==> src/verilog/axis_stream_pkg.sv <==
// stream width and source count defaults for the concat design
`default_nettype none

package axis_stream_pkg;

    // 64-bit data, one keep bit per byte lane
    parameter int DATA_W_DEF = 64;
    parameter int KEEP_W_DEF = 8;

    // sideband widths
    parameter int ID_W_DEF   = 4;
    parameter int USER_W_DEF = 2;

    // frames joined per output frame
    parameter int S_COUNT_DEF = 3;

endpackage

`default_nettype wire

==> src/verilog/concat_ctrl_pkg.sv <==
// repack holding register state enum and source selector width helper
`default_nettype none

package concat_ctrl_pkg;

    // holding register occupancy
    typedef enum logic [1:0] {
        REP_EMPTY   = 2'd0,
        REP_PARTIAL = 2'd1,
        REP_TAIL    = 2'd2
    } repack_state_e;

    // bits to index count sources, never less than one
    function automatic int sel_w(input int count);
        int w;
        w = 1;
        while ((1 << w) < count) begin
            w = w + 1;
        end
        return w;
    endfunction

endpackage

`default_nettype wire

==> src/verilog/axis_concat_select.sv <==
// source sequencing, per-source ready generation and input beat multiplexer
`timescale 1ns/10ps
`default_nettype none

module axis_concat_select #(
    parameter int S_COUNT,
    parameter int DATA_W,
    parameter int KEEP_W,
    parameter int ID_W,
    parameter int USER_W
) (
    input  wire logic                        clk,
    input  wire logic                        rst,
    input  wire logic [S_COUNT*DATA_W-1:0]   s_tdata,
    input  wire logic [S_COUNT*KEEP_W-1:0]   s_tkeep,
    input  wire logic [S_COUNT-1:0]          s_tvalid,
    input  wire logic [S_COUNT-1:0]          s_tlast,
    input  wire logic [S_COUNT*ID_W-1:0]     s_tid,
    input  wire logic [S_COUNT*USER_W-1:0]   s_tuser,
    output logic      [S_COUNT-1:0]          s_tready,
    input  wire logic                        ready_early,
    input  wire logic                        space_ok,
    output logic      [DATA_W-1:0]           cur_tdata,
    output logic      [KEEP_W-1:0]           cur_tkeep,
    output logic                             cur_tlast,
    output logic      [ID_W-1:0]             cur_tid,
    output logic      [USER_W-1:0]           cur_tuser,
    output logic                             cur_take,
    output logic                             grp_end
);

    localparam int SEL_W = concat_ctrl_pkg::sel_w(S_COUNT);

    logic [SEL_W-1:0]   sel_reg;
    logic [SEL_W-1:0]   sel_next;
    logic [S_COUNT-1:0] ready_reg;
    logic [S_COUNT-1:0] ready_next;
    logic               last_src;

    assign s_tready = ready_reg;

    // beat of the selected source
    assign cur_tdata = s_tdata[sel_reg*DATA_W +: DATA_W];
    assign cur_tkeep = s_tkeep[sel_reg*KEEP_W +: KEEP_W];
    assign cur_tlast = s_tlast[sel_reg];
    assign cur_tid   = s_tid[sel_reg*ID_W +: ID_W];
    assign cur_tuser = s_tuser[sel_reg*USER_W +: USER_W];
    assign cur_take  = s_tvalid[sel_reg] && ready_reg[sel_reg];

    assign last_src = sel_reg == SEL_W'(S_COUNT - 1);
    assign grp_end  = cur_take && cur_tlast && last_src;

    always_comb begin
        sel_next   = sel_reg;
        ready_next = '0;
        // step to the next source after each frame
        if (cur_take && cur_tlast) begin
            sel_next = last_src ? '0 : sel_reg + 1'b1;
        end
        ready_next[sel_next] = ready_early && space_ok;
    end

    always_ff @(posedge clk) begin
        if (rst) begin
            sel_reg   <= '0;
            ready_reg <= '0;
        end else begin
            sel_reg   <= sel_next;
            ready_reg <= ready_next;
        end
    end

endmodule

`default_nettype wire

==> src/verilog/axis_concat_repack.sv <==
// byte offset repacking of accepted beats into dense output words
`timescale 1ns/10ps
`default_nettype none

module axis_concat_repack #(
    parameter int DATA_W,
    parameter int KEEP_W,
    parameter int ID_W,
    parameter int USER_W
) (
    input  wire logic                clk,
    input  wire logic                rst,
    input  wire logic [DATA_W-1:0]   cur_tdata,
    input  wire logic [KEEP_W-1:0]   cur_tkeep,
    input  wire logic                cur_tlast,
    input  wire logic [ID_W-1:0]     cur_tid,
    input  wire logic [USER_W-1:0]   cur_tuser,
    input  wire logic                cur_take,
    input  wire logic                grp_end,
    input  wire logic                ready_reg,
    output logic                     space_ok,
    output logic      [DATA_W-1:0]   int_tdata,
    output logic      [KEEP_W-1:0]   int_tkeep,
    output logic                     int_tvalid,
    output logic                     int_tlast,
    output logic      [ID_W-1:0]     int_tid,
    output logic      [USER_W-1:0]   int_tuser
);

    localparam int BYTE_W = DATA_W / KEEP_W;
    localparam int OFF_W  = $clog2(KEEP_W);

    logic [2*DATA_W-1:0] data_reg;
    logic [2*DATA_W-1:0] data_next;
    logic [2*KEEP_W-1:0] keep_reg;
    logic [2*KEEP_W-1:0] keep_next;
    logic [1:0]          last_reg;
    logic [1:0]          last_next;
    logic [ID_W-1:0]     id_reg;
    logic [ID_W-1:0]     id_next;
    logic [USER_W-1:0]   user_reg;
    logic [USER_W-1:0]   user_next;
    logic [OFF_W-1:0]    off_reg;
    logic [OFF_W-1:0]    off_next;
    logic [OFF_W:0]      byte_cnt;

    concat_ctrl_pkg::repack_state_e state_reg;
    concat_ctrl_pkg::repack_state_e state_next;

    // keep is contiguous from lane 0
    always_comb begin
        byte_cnt = '0;
        for (int k = 0; k < KEEP_W; k++) begin
            if (cur_tkeep[k]) begin
                byte_cnt = (OFF_W + 1)'(k + 1);
            end
        end
    end

    always_comb begin
        data_next = data_reg;
        keep_next = keep_reg;
        last_next = last_reg;
        id_next   = id_reg;
        user_next = user_reg;
        off_next  = off_reg;
        space_ok  = state_reg != concat_ctrl_pkg::REP_TAIL || ready_reg;

        int_tdata  = data_reg[DATA_W-1:0];
        int_tkeep  = keep_reg[KEEP_W-1:0];
        int_tlast  = last_reg[0];
        int_tid    = id_reg;
        int_tuser  = user_reg;
        int_tvalid = 1'b0;

        // low word leaves once full or closing a group
        if (ready_reg && (keep_reg[KEEP_W-1] || last_reg[0])) begin
            data_next[DATA_W-1:0] = data_reg[2*DATA_W-1:DATA_W];
            keep_next  = {{KEEP_W{1'b0}}, keep_reg[2*KEEP_W-1:KEEP_W]};
            last_next  = {1'b0, last_reg[1]};
            int_tvalid = 1'b1;
        end

        if (cur_take) begin
            // place beat at the fill point
            data_next[off_reg*BYTE_W +: DATA_W] = cur_tdata;
            keep_next[off_reg +: KEEP_W] = cur_tkeep;
            id_next   = cur_tid;
            user_next = cur_tuser;
            off_next  = off_reg + OFF_W'(byte_cnt);
            if (grp_end) begin
                off_next = '0;
                if (keep_next[2*KEEP_W-1:KEEP_W] != '0) begin
                    // tail in upper word so hold off new input
                    last_next[1] = 1'b1;
                    space_ok     = 1'b0;
                end else begin
                    last_next[0] = 1'b1;
                end
            end
        end

        if (last_next[1]) begin
            state_next = concat_ctrl_pkg::REP_TAIL;
        end else if (keep_next != '0) begin
            state_next = concat_ctrl_pkg::REP_PARTIAL;
        end else begin
            state_next = concat_ctrl_pkg::REP_EMPTY;
        end
    end

    always_ff @(posedge clk) begin
        data_reg <= data_next;
        id_reg   <= id_next;
        user_reg <= user_next;
        if (rst) begin
            keep_reg  <= '0;
            last_reg  <= '0;
            off_reg   <= '0;
            state_reg <= concat_ctrl_pkg::REP_EMPTY;
        end else begin
            keep_reg  <= keep_next;
            last_reg  <= last_next;
            off_reg   <= off_next;
            state_reg <= state_next;
        end
    end

endmodule

`default_nettype wire

==> src/verilog/axis_skid_reg.sv <==
// two-entry output register slice with early ready forecast
`timescale 1ns/10ps
`default_nettype none

module axis_skid_reg #(
    parameter int DATA_W,
    parameter int KEEP_W,
    parameter int ID_W,
    parameter int USER_W
) (
    input  wire logic                clk,
    input  wire logic                rst,
    input  wire logic [DATA_W-1:0]   int_tdata,
    input  wire logic [KEEP_W-1:0]   int_tkeep,
    input  wire logic                int_tvalid,
    input  wire logic                int_tlast,
    input  wire logic [ID_W-1:0]     int_tid,
    input  wire logic [USER_W-1:0]   int_tuser,
    output logic                     ready_early,
    output logic                     ready_reg,
    output logic      [DATA_W-1:0]   m_tdata,
    output logic      [KEEP_W-1:0]   m_tkeep,
    output logic                     m_tvalid,
    output logic                     m_tlast,
    output logic      [ID_W-1:0]     m_tid,
    output logic      [USER_W-1:0]   m_tuser,
    input  wire logic                m_tready
);

    logic [DATA_W-1:0] tmp_data;
    logic [KEEP_W-1:0] tmp_keep;
    logic              tmp_last;
    logic [ID_W-1:0]   tmp_id;
    logic [USER_W-1:0] tmp_user;
    logic              tmp_valid;
    logic              tmp_valid_next;
    logic              out_valid_next;
    logic              int_to_out;
    logic              int_to_tmp;
    logic              tmp_to_out;

    // can take a word next cycle unless temp would fill
    assign ready_early = m_tready || (!tmp_valid && (!m_tvalid || !int_tvalid));

    always_comb begin
        out_valid_next = m_tvalid;
        tmp_valid_next = tmp_valid;
        int_to_out     = 1'b0;
        int_to_tmp     = 1'b0;
        tmp_to_out     = 1'b0;
        if (ready_reg) begin
            if (m_tready || !m_tvalid) begin
                out_valid_next = int_tvalid;
                int_to_out     = 1'b1;
            end else begin
                tmp_valid_next = int_tvalid;
                int_to_tmp     = 1'b1;
            end
        end else if (m_tready) begin
            // drain temp into the freed output slot
            out_valid_next = tmp_valid;
            tmp_valid_next = 1'b0;
            tmp_to_out     = 1'b1;
        end
    end

    always_ff @(posedge clk) begin
        if (int_to_out) begin
            m_tdata <= int_tdata;
            m_tkeep <= int_tkeep;
            m_tlast <= int_tlast;
            m_tid   <= int_tid;
            m_tuser <= int_tuser;
        end else if (tmp_to_out) begin
            m_tdata <= tmp_data;
            m_tkeep <= tmp_keep;
            m_tlast <= tmp_last;
            m_tid   <= tmp_id;
            m_tuser <= tmp_user;
        end
        if (int_to_tmp) begin
            tmp_data <= int_tdata;
            tmp_keep <= int_tkeep;
            tmp_last <= int_tlast;
            tmp_id   <= int_tid;
            tmp_user <= int_tuser;
        end
        if (rst) begin
            m_tvalid  <= 1'b0;
            tmp_valid <= 1'b0;
            ready_reg <= 1'b0;
        end else begin
            m_tvalid  <= out_valid_next;
            tmp_valid <= tmp_valid_next;
            ready_reg <= ready_early;
        end
    end

endmodule

`default_nettype wire

==> src/verilog/axis_concat.sv <==
// frame concatenator top with source select, repack stage and output skid register
`timescale 1ns/10ps
`default_nettype none

module axis_concat #(
    parameter int S_COUNT = axis_stream_pkg::S_COUNT_DEF,
    parameter int DATA_W  = axis_stream_pkg::DATA_W_DEF,
    parameter int KEEP_W  = axis_stream_pkg::KEEP_W_DEF,
    parameter int ID_W    = axis_stream_pkg::ID_W_DEF,
    parameter int USER_W  = axis_stream_pkg::USER_W_DEF
) (
    input  wire logic                        clk,
    input  wire logic                        rst,
    input  wire logic [S_COUNT*DATA_W-1:0]   s_tdata,
    input  wire logic [S_COUNT*KEEP_W-1:0]   s_tkeep,
    input  wire logic [S_COUNT-1:0]          s_tvalid,
    output logic      [S_COUNT-1:0]          s_tready,
    input  wire logic [S_COUNT-1:0]          s_tlast,
    input  wire logic [S_COUNT*ID_W-1:0]     s_tid,
    input  wire logic [S_COUNT*USER_W-1:0]   s_tuser,
    output logic      [DATA_W-1:0]           m_tdata,
    output logic      [KEEP_W-1:0]           m_tkeep,
    output logic                             m_tvalid,
    input  wire logic                        m_tready,
    output logic                             m_tlast,
    output logic      [ID_W-1:0]             m_tid,
    output logic      [USER_W-1:0]           m_tuser
);

    // at least two sources
    if (S_COUNT < 2) begin : g_bad_count
        $fatal(1, "axis_concat needs S_COUNT of 2 or more");
    end
    if (DATA_W != KEEP_W * 8) begin : g_bad_width
        $fatal(1, "axis_concat needs one keep bit per data byte");
    end

    logic [DATA_W-1:0] cur_tdata;
    logic [KEEP_W-1:0] cur_tkeep;
    logic              cur_tlast;
    logic [ID_W-1:0]   cur_tid;
    logic [USER_W-1:0] cur_tuser;
    logic              cur_take;
    logic              grp_end;
    logic              space_ok;
    logic [DATA_W-1:0] int_tdata;
    logic [KEEP_W-1:0] int_tkeep;
    logic              int_tvalid;
    logic              int_tlast;
    logic [ID_W-1:0]   int_tid;
    logic [USER_W-1:0] int_tuser;
    logic              ready_early;
    logic              ready_reg;

    axis_concat_select #(
        .S_COUNT(S_COUNT), .DATA_W(DATA_W), .KEEP_W(KEEP_W), .ID_W(ID_W), .USER_W(USER_W)
    ) u_select (
        .clk(clk), .rst(rst),
        .s_tdata(s_tdata), .s_tkeep(s_tkeep), .s_tvalid(s_tvalid), .s_tlast(s_tlast),
        .s_tid(s_tid), .s_tuser(s_tuser), .s_tready(s_tready),
        .ready_early(ready_early), .space_ok(space_ok),
        .cur_tdata(cur_tdata), .cur_tkeep(cur_tkeep), .cur_tlast(cur_tlast),
        .cur_tid(cur_tid), .cur_tuser(cur_tuser), .cur_take(cur_take), .grp_end(grp_end)
    );

    axis_concat_repack #(
        .DATA_W(DATA_W), .KEEP_W(KEEP_W), .ID_W(ID_W), .USER_W(USER_W)
    ) u_repack (
        .clk(clk), .rst(rst),
        .cur_tdata(cur_tdata), .cur_tkeep(cur_tkeep), .cur_tlast(cur_tlast),
        .cur_tid(cur_tid), .cur_tuser(cur_tuser), .cur_take(cur_take), .grp_end(grp_end),
        .ready_reg(ready_reg), .space_ok(space_ok),
        .int_tdata(int_tdata), .int_tkeep(int_tkeep), .int_tvalid(int_tvalid),
        .int_tlast(int_tlast), .int_tid(int_tid), .int_tuser(int_tuser)
    );

    axis_skid_reg #(
        .DATA_W(DATA_W), .KEEP_W(KEEP_W), .ID_W(ID_W), .USER_W(USER_W)
    ) u_skid (
        .clk(clk), .rst(rst),
        .int_tdata(int_tdata), .int_tkeep(int_tkeep), .int_tvalid(int_tvalid),
        .int_tlast(int_tlast), .int_tid(int_tid), .int_tuser(int_tuser),
        .ready_early(ready_early), .ready_reg(ready_reg),
        .m_tdata(m_tdata), .m_tkeep(m_tkeep), .m_tvalid(m_tvalid), .m_tlast(m_tlast),
        .m_tid(m_tid), .m_tuser(m_tuser), .m_tready(m_tready)
    );

endmodule

`default_nettype wire

==> config.mk <==
export PLATFORM = sky130hd
export DESIGN_NAME = axis_concat
export DESIGN_NICKNAME = d
export VERILOG_FILES = /design/src/verilog/axis_stream_pkg.sv /design/src/verilog/concat_ctrl_pkg.sv /design/src/verilog/axis_concat_select.sv /design/src/verilog/axis_concat_repack.sv /design/src/verilog/axis_skid_reg.sv /design/src/verilog/axis_concat.sv
export SDC_FILE = /design/constraint.sdc
export NUM_CORES = 1
export LEC_CHECK = 0
export ABC_AREA = 1
export BUFFER_PORTS_ARGS = -buffer_cell sky130_fd_sc_hd__buf_2
export CORE_MARGIN = 2
export CORE_UTILIZATION = 52
export DETAILED_ROUTE_END_ITERATION = 7
export MAX_ROUTING_LAYER = met4
export PLACE_DENSITY = 0.85
export SYNTH_ARGS = -nofsm -noshare
export SYNTH_HDL_FRONTEND = slang
export SYNTH_HIERARCHICAL = 1
export SYNTH_SLANG_ARGS = --single-unit
export TNS_END_PERCENT = 50
==> constraint.sdc <==
create_clock -name clk -period 3.15 [get_ports clk]
set_input_delay 0.63 -clock clk [delete_from_list [all_inputs] [get_ports clk]]
set_output_delay 0.63 -clock clk [all_outputs]
set_load 0.02 [all_outputs]
==> results.sh <==
export IMPL_ff2ff_setup_slack_ps=90
export IMPL_port_buffers=325
export IMPL_syn_area_sq_um=19320
export IMPL_multiInputGateArea_sq_um=8718
export IMPL_fin_crit_sh=0.9704
export IMPL_hp_class="input pin to flip-flop"
export IMPL_crit_family="compound AO/OA/AOI/OAI gates"
export IMPL_cts_tree="done"
export IMPL_grt_busiest_layer="met2"
export IMPL_path_buf_inv=5
export IMPL_max_cap_violations=0
export IMPL_yosysTopAreaCell="edfxtp_1"
export IMPL_cts_root_buf="clkbuf_16"
export IMPL_switching_share=0.4122
export IMPL_setup_violations=0
export IMPL_synth_xor_area_share=0.0009067
export IMPL_avgRoutedWirePerCell_microns=25.13
export IMPL_floorplan_die_height_microns=196.7
export IMPL_num_fill_cells=3170
export IMPL_synth_mux_area_frac=0.003627
export IMPL_combinationalPowerShare=0.395
export IMPL_drtPass1Iterations=8
export IMPL_seq_power_share=0.362
export IMPL_start_util=0.5277
export IMPL_totalWireLength_microns=81400
export IMPL_outcome="finished, final reports clean"
export IMPL_ir_drop_mv=0.3936
export IMPL_ys_seq_area_frac=0.4518
export IMPL_h_tree_depth=2
export IMPL_hold_buffers=0
export IMPL_synthCells=2512
export IMPL_synthMostInstantiatedCell="nand2_1"
export IMPL_synth_top_area_share=0.3544
export IMPL_drv_slew=0
export IMPL_grt_use_met1=0.5566
export IMPL_synth_warning_count=6
export IMPL_grt_util_met2=0.6406
export IMPL_vias=20132
export IMPL_rsz0062_at_grt="no"
export IMPL_cp_end_kind="flip-flop"
export IMPL_cts_buffer_depth=3
export IMPL_synth_edf_count=228
export IMPL_use_met3=0.07307
export IMPL_crit_fanout=29
export IMPL_crit_chain="inv_2, nor2_4, buf_12, buf_4, a22oi_1, nand2_1, inv_1, o311ai_0, nand3_1, nand3_1, o21ai_0, inv_1"
export IMPL_finalHoldViolCount=0
export IMPL_cpPeakStageDelay_ps=800
export IMPL_synth_top_family_by_area="simple AND/OR/NAND/NOR gates"
export IMPL_fin_tns_setup_ps=0
export IMPL_grt_pass1_vias=19374
export IMPL_cp_required_ps=3630
export IMPL_synth_adder_area_share=0.005570
export IMPL_std_cell_rows=70
export IMPL_clk_latency_ps=560
export IMPL_slowest_stage="o311ai_0"
export IMPL_antenna_left=0
export IMPL_synth_compound_area_frac=0.1585
export IMPL_drive_gt1_frac=0.2005
export IMPL_grt_max_degree=102
export IMPL_drc_errors=0
export IMPL_clk_pin_slew_ps=60
export IMPL_ys_ff_latch=322
export IMPL_max_slew_margin_rel=0.3559
export IMPL_die_area_sq_um=38710
export IMPL_pin_count=326
export IMPL_intPower_mw=9.982
export IMPL_start_kind="flip-flop"
export IMPL_p_clk_frac=0.244
export IMPL_gp_congestion=1.063
export IMPL_layout_nets=2994
export IMPL_grt_total_usage=0.4323
export IMPL_core_area_sq_um=36610
export IMPL_avgSynthCellArea_sq_um=7.690
export IMPL_synth_cell_type_count=56
export IMPL_critPathArrivalTime_ps=3540
export IMPL_synthToLayoutAreaGrowth_pct=16.43
export IMPL_utilization=0.6144
export IMPL_yosys_top_cells_count="nand2_1, nand3_1, edfxtp_1, nor2_1, o21ai_0"
export IMPL_max_freq_mhz=327.1
export IMPL_skew_ps=38.57
export IMPL_power_total_mw=16.98
export IMPL_grt_pass1_wl_microns=120800
export IMPL_synth_top_cells_by_area="edfxtp_1, nand2_1, dfxtp_1"
export IMPL_clock_sinks=322
export IMPL_min_period_ps=3057
export IMPL_p_switching_mw=7.001
export IMPL_synthArstFlopShare=0
export IMPL_fp_dieW_microns=196.7
export IMPL_numCtsBuffers=34
export IMPL_drtIter0Drc=2703
export IMPL_antenna_found_initial=3
export IMPL_syn_nets=2763
export IMPL_tightestPinTransition_ps=966.1
export IMPL_grt_ovfl_total=0
export IMPL_leakagePower_nw=9.990
export IMPL_synth_simple_area_share=0.2797
export IMPL_regArea_sq_um=8732
export IMPL_largest_register_ffs=128
export IMPL_powerDensity_nw_per_um2=755.1
export IMPL_synth_top_flop_cell="edfxtp_1"
export IMPL_worstSetupPathType="flip-flop to flip-flop"
export IMPL_hpwlAfterDp_microns=61170
export IMPL_post_drt_via_cell_ratio=6.215
-- through the flow --
stage / cell area (sq um) / hold WS, ps / cells / setup WS, ps
2_1_floorplan: 19330 / 427.1 / 2512 / -33.20
3_3_place_gp: 21310 / 432.5 / 3171 / 217.9
3_5_place_dp: 21310 / 440.7 / 3171 / 135.9
4_1_cts: 22440 / 345.7 / 3232 / 101.8
5_1_grt: 22490 / 394.9 / 3239 / 5.727
6_report: 22490 / 363.3 / 3239 / 93.12
-- cell type report --
cell class / count / area share
Antenna cell: 3 / 0.0003338
Clock buffer: 46 / 0.04261
Clock inverter: 15 / 0.007565
Inverter: 139 / 0.02336
Multi-Input combinational cell: 1792 / 0.3876
Sequential cell: 322 / 0.3882
Tap cell: 468 / 0.02603
Timing Repair Buffer: 454 / 0.1243
-- cell usage in the layout, fill, tap and decap left out, drive strengths merged, types with 6 or more instances in the layout --
cell    count
nand4       6
nand3     259
a22oi      78
edfxtp    228
nor2      169
buf       454
o31ai       7
o22ai      22
a31oi      29
clkinv     10
ha          7
inv       139
a211oi      7
clkbuf     46
a21oi      93
dfxtp      94
a32oi      23
o211ai     25
o21ai     157
nor3       54
a32o        6
and3        7
nand2     776
mux2i       7
a21boi      9
a221oi     17
-- layer usage --
layer	part of all wire	routed length [microns]
met1	0.39	31900
met2	0.44	35490
met3	0.10	8420
met4	0.069	5593
met5	0	0
-- power by group through the flow --
stage | clock, mW | combinational (mW) | sequential (mW)
2_1_floorplan | 0 | 4.36 | 6.07
3_3_place_gp | 0 | 6.32 | 6.15
3_5_place_dp | 0 | 6.39 | 6.20
4_1_cts | 4.15 | 6.44 | 6.13
5_1_grt | 4.31 | 7.15 | 6.21
6_report | 4.14 | 6.70 | 6.14
-- worst paths after layout --
check | cells past startpoint | from | to
min | 3 | s_tid[9] | u_repack/int_tid[1]
max reg2reg | 12 | u_select/sel_reg[0] | u_repack/data_reg[24]
min reg2reg | 0 | u_repack/int_tuser[0] | u_skid/tmp_user[0]
max | 12 | u_select/sel_reg[0] | u_repack/data_reg[24]
-- cells by family (layout without fill, tap and decap cells) --
family / after synthesis / count (layout)
compound gates: 488 / 488
xor+xnor: 2 / 2
fa+ha+maj: 8 / 8
buf+inv: 398 / 654
flops: 322 / 322
mux: 7 / 7
other cells: 0 / 3
simple gates: 1287 / 1287
-- worst min-delay path: stages --
cell and delay [ps]:
buf_2 70, nand2_1 50, nand2_1 60
-- what timing repair did --
action | in CTS | in global routing
resized for setup | 0 | 3
setup buffers | 0 | 4
endpoints found under the setup margin | 0 | 13
(Power assumes the default switching activity.)
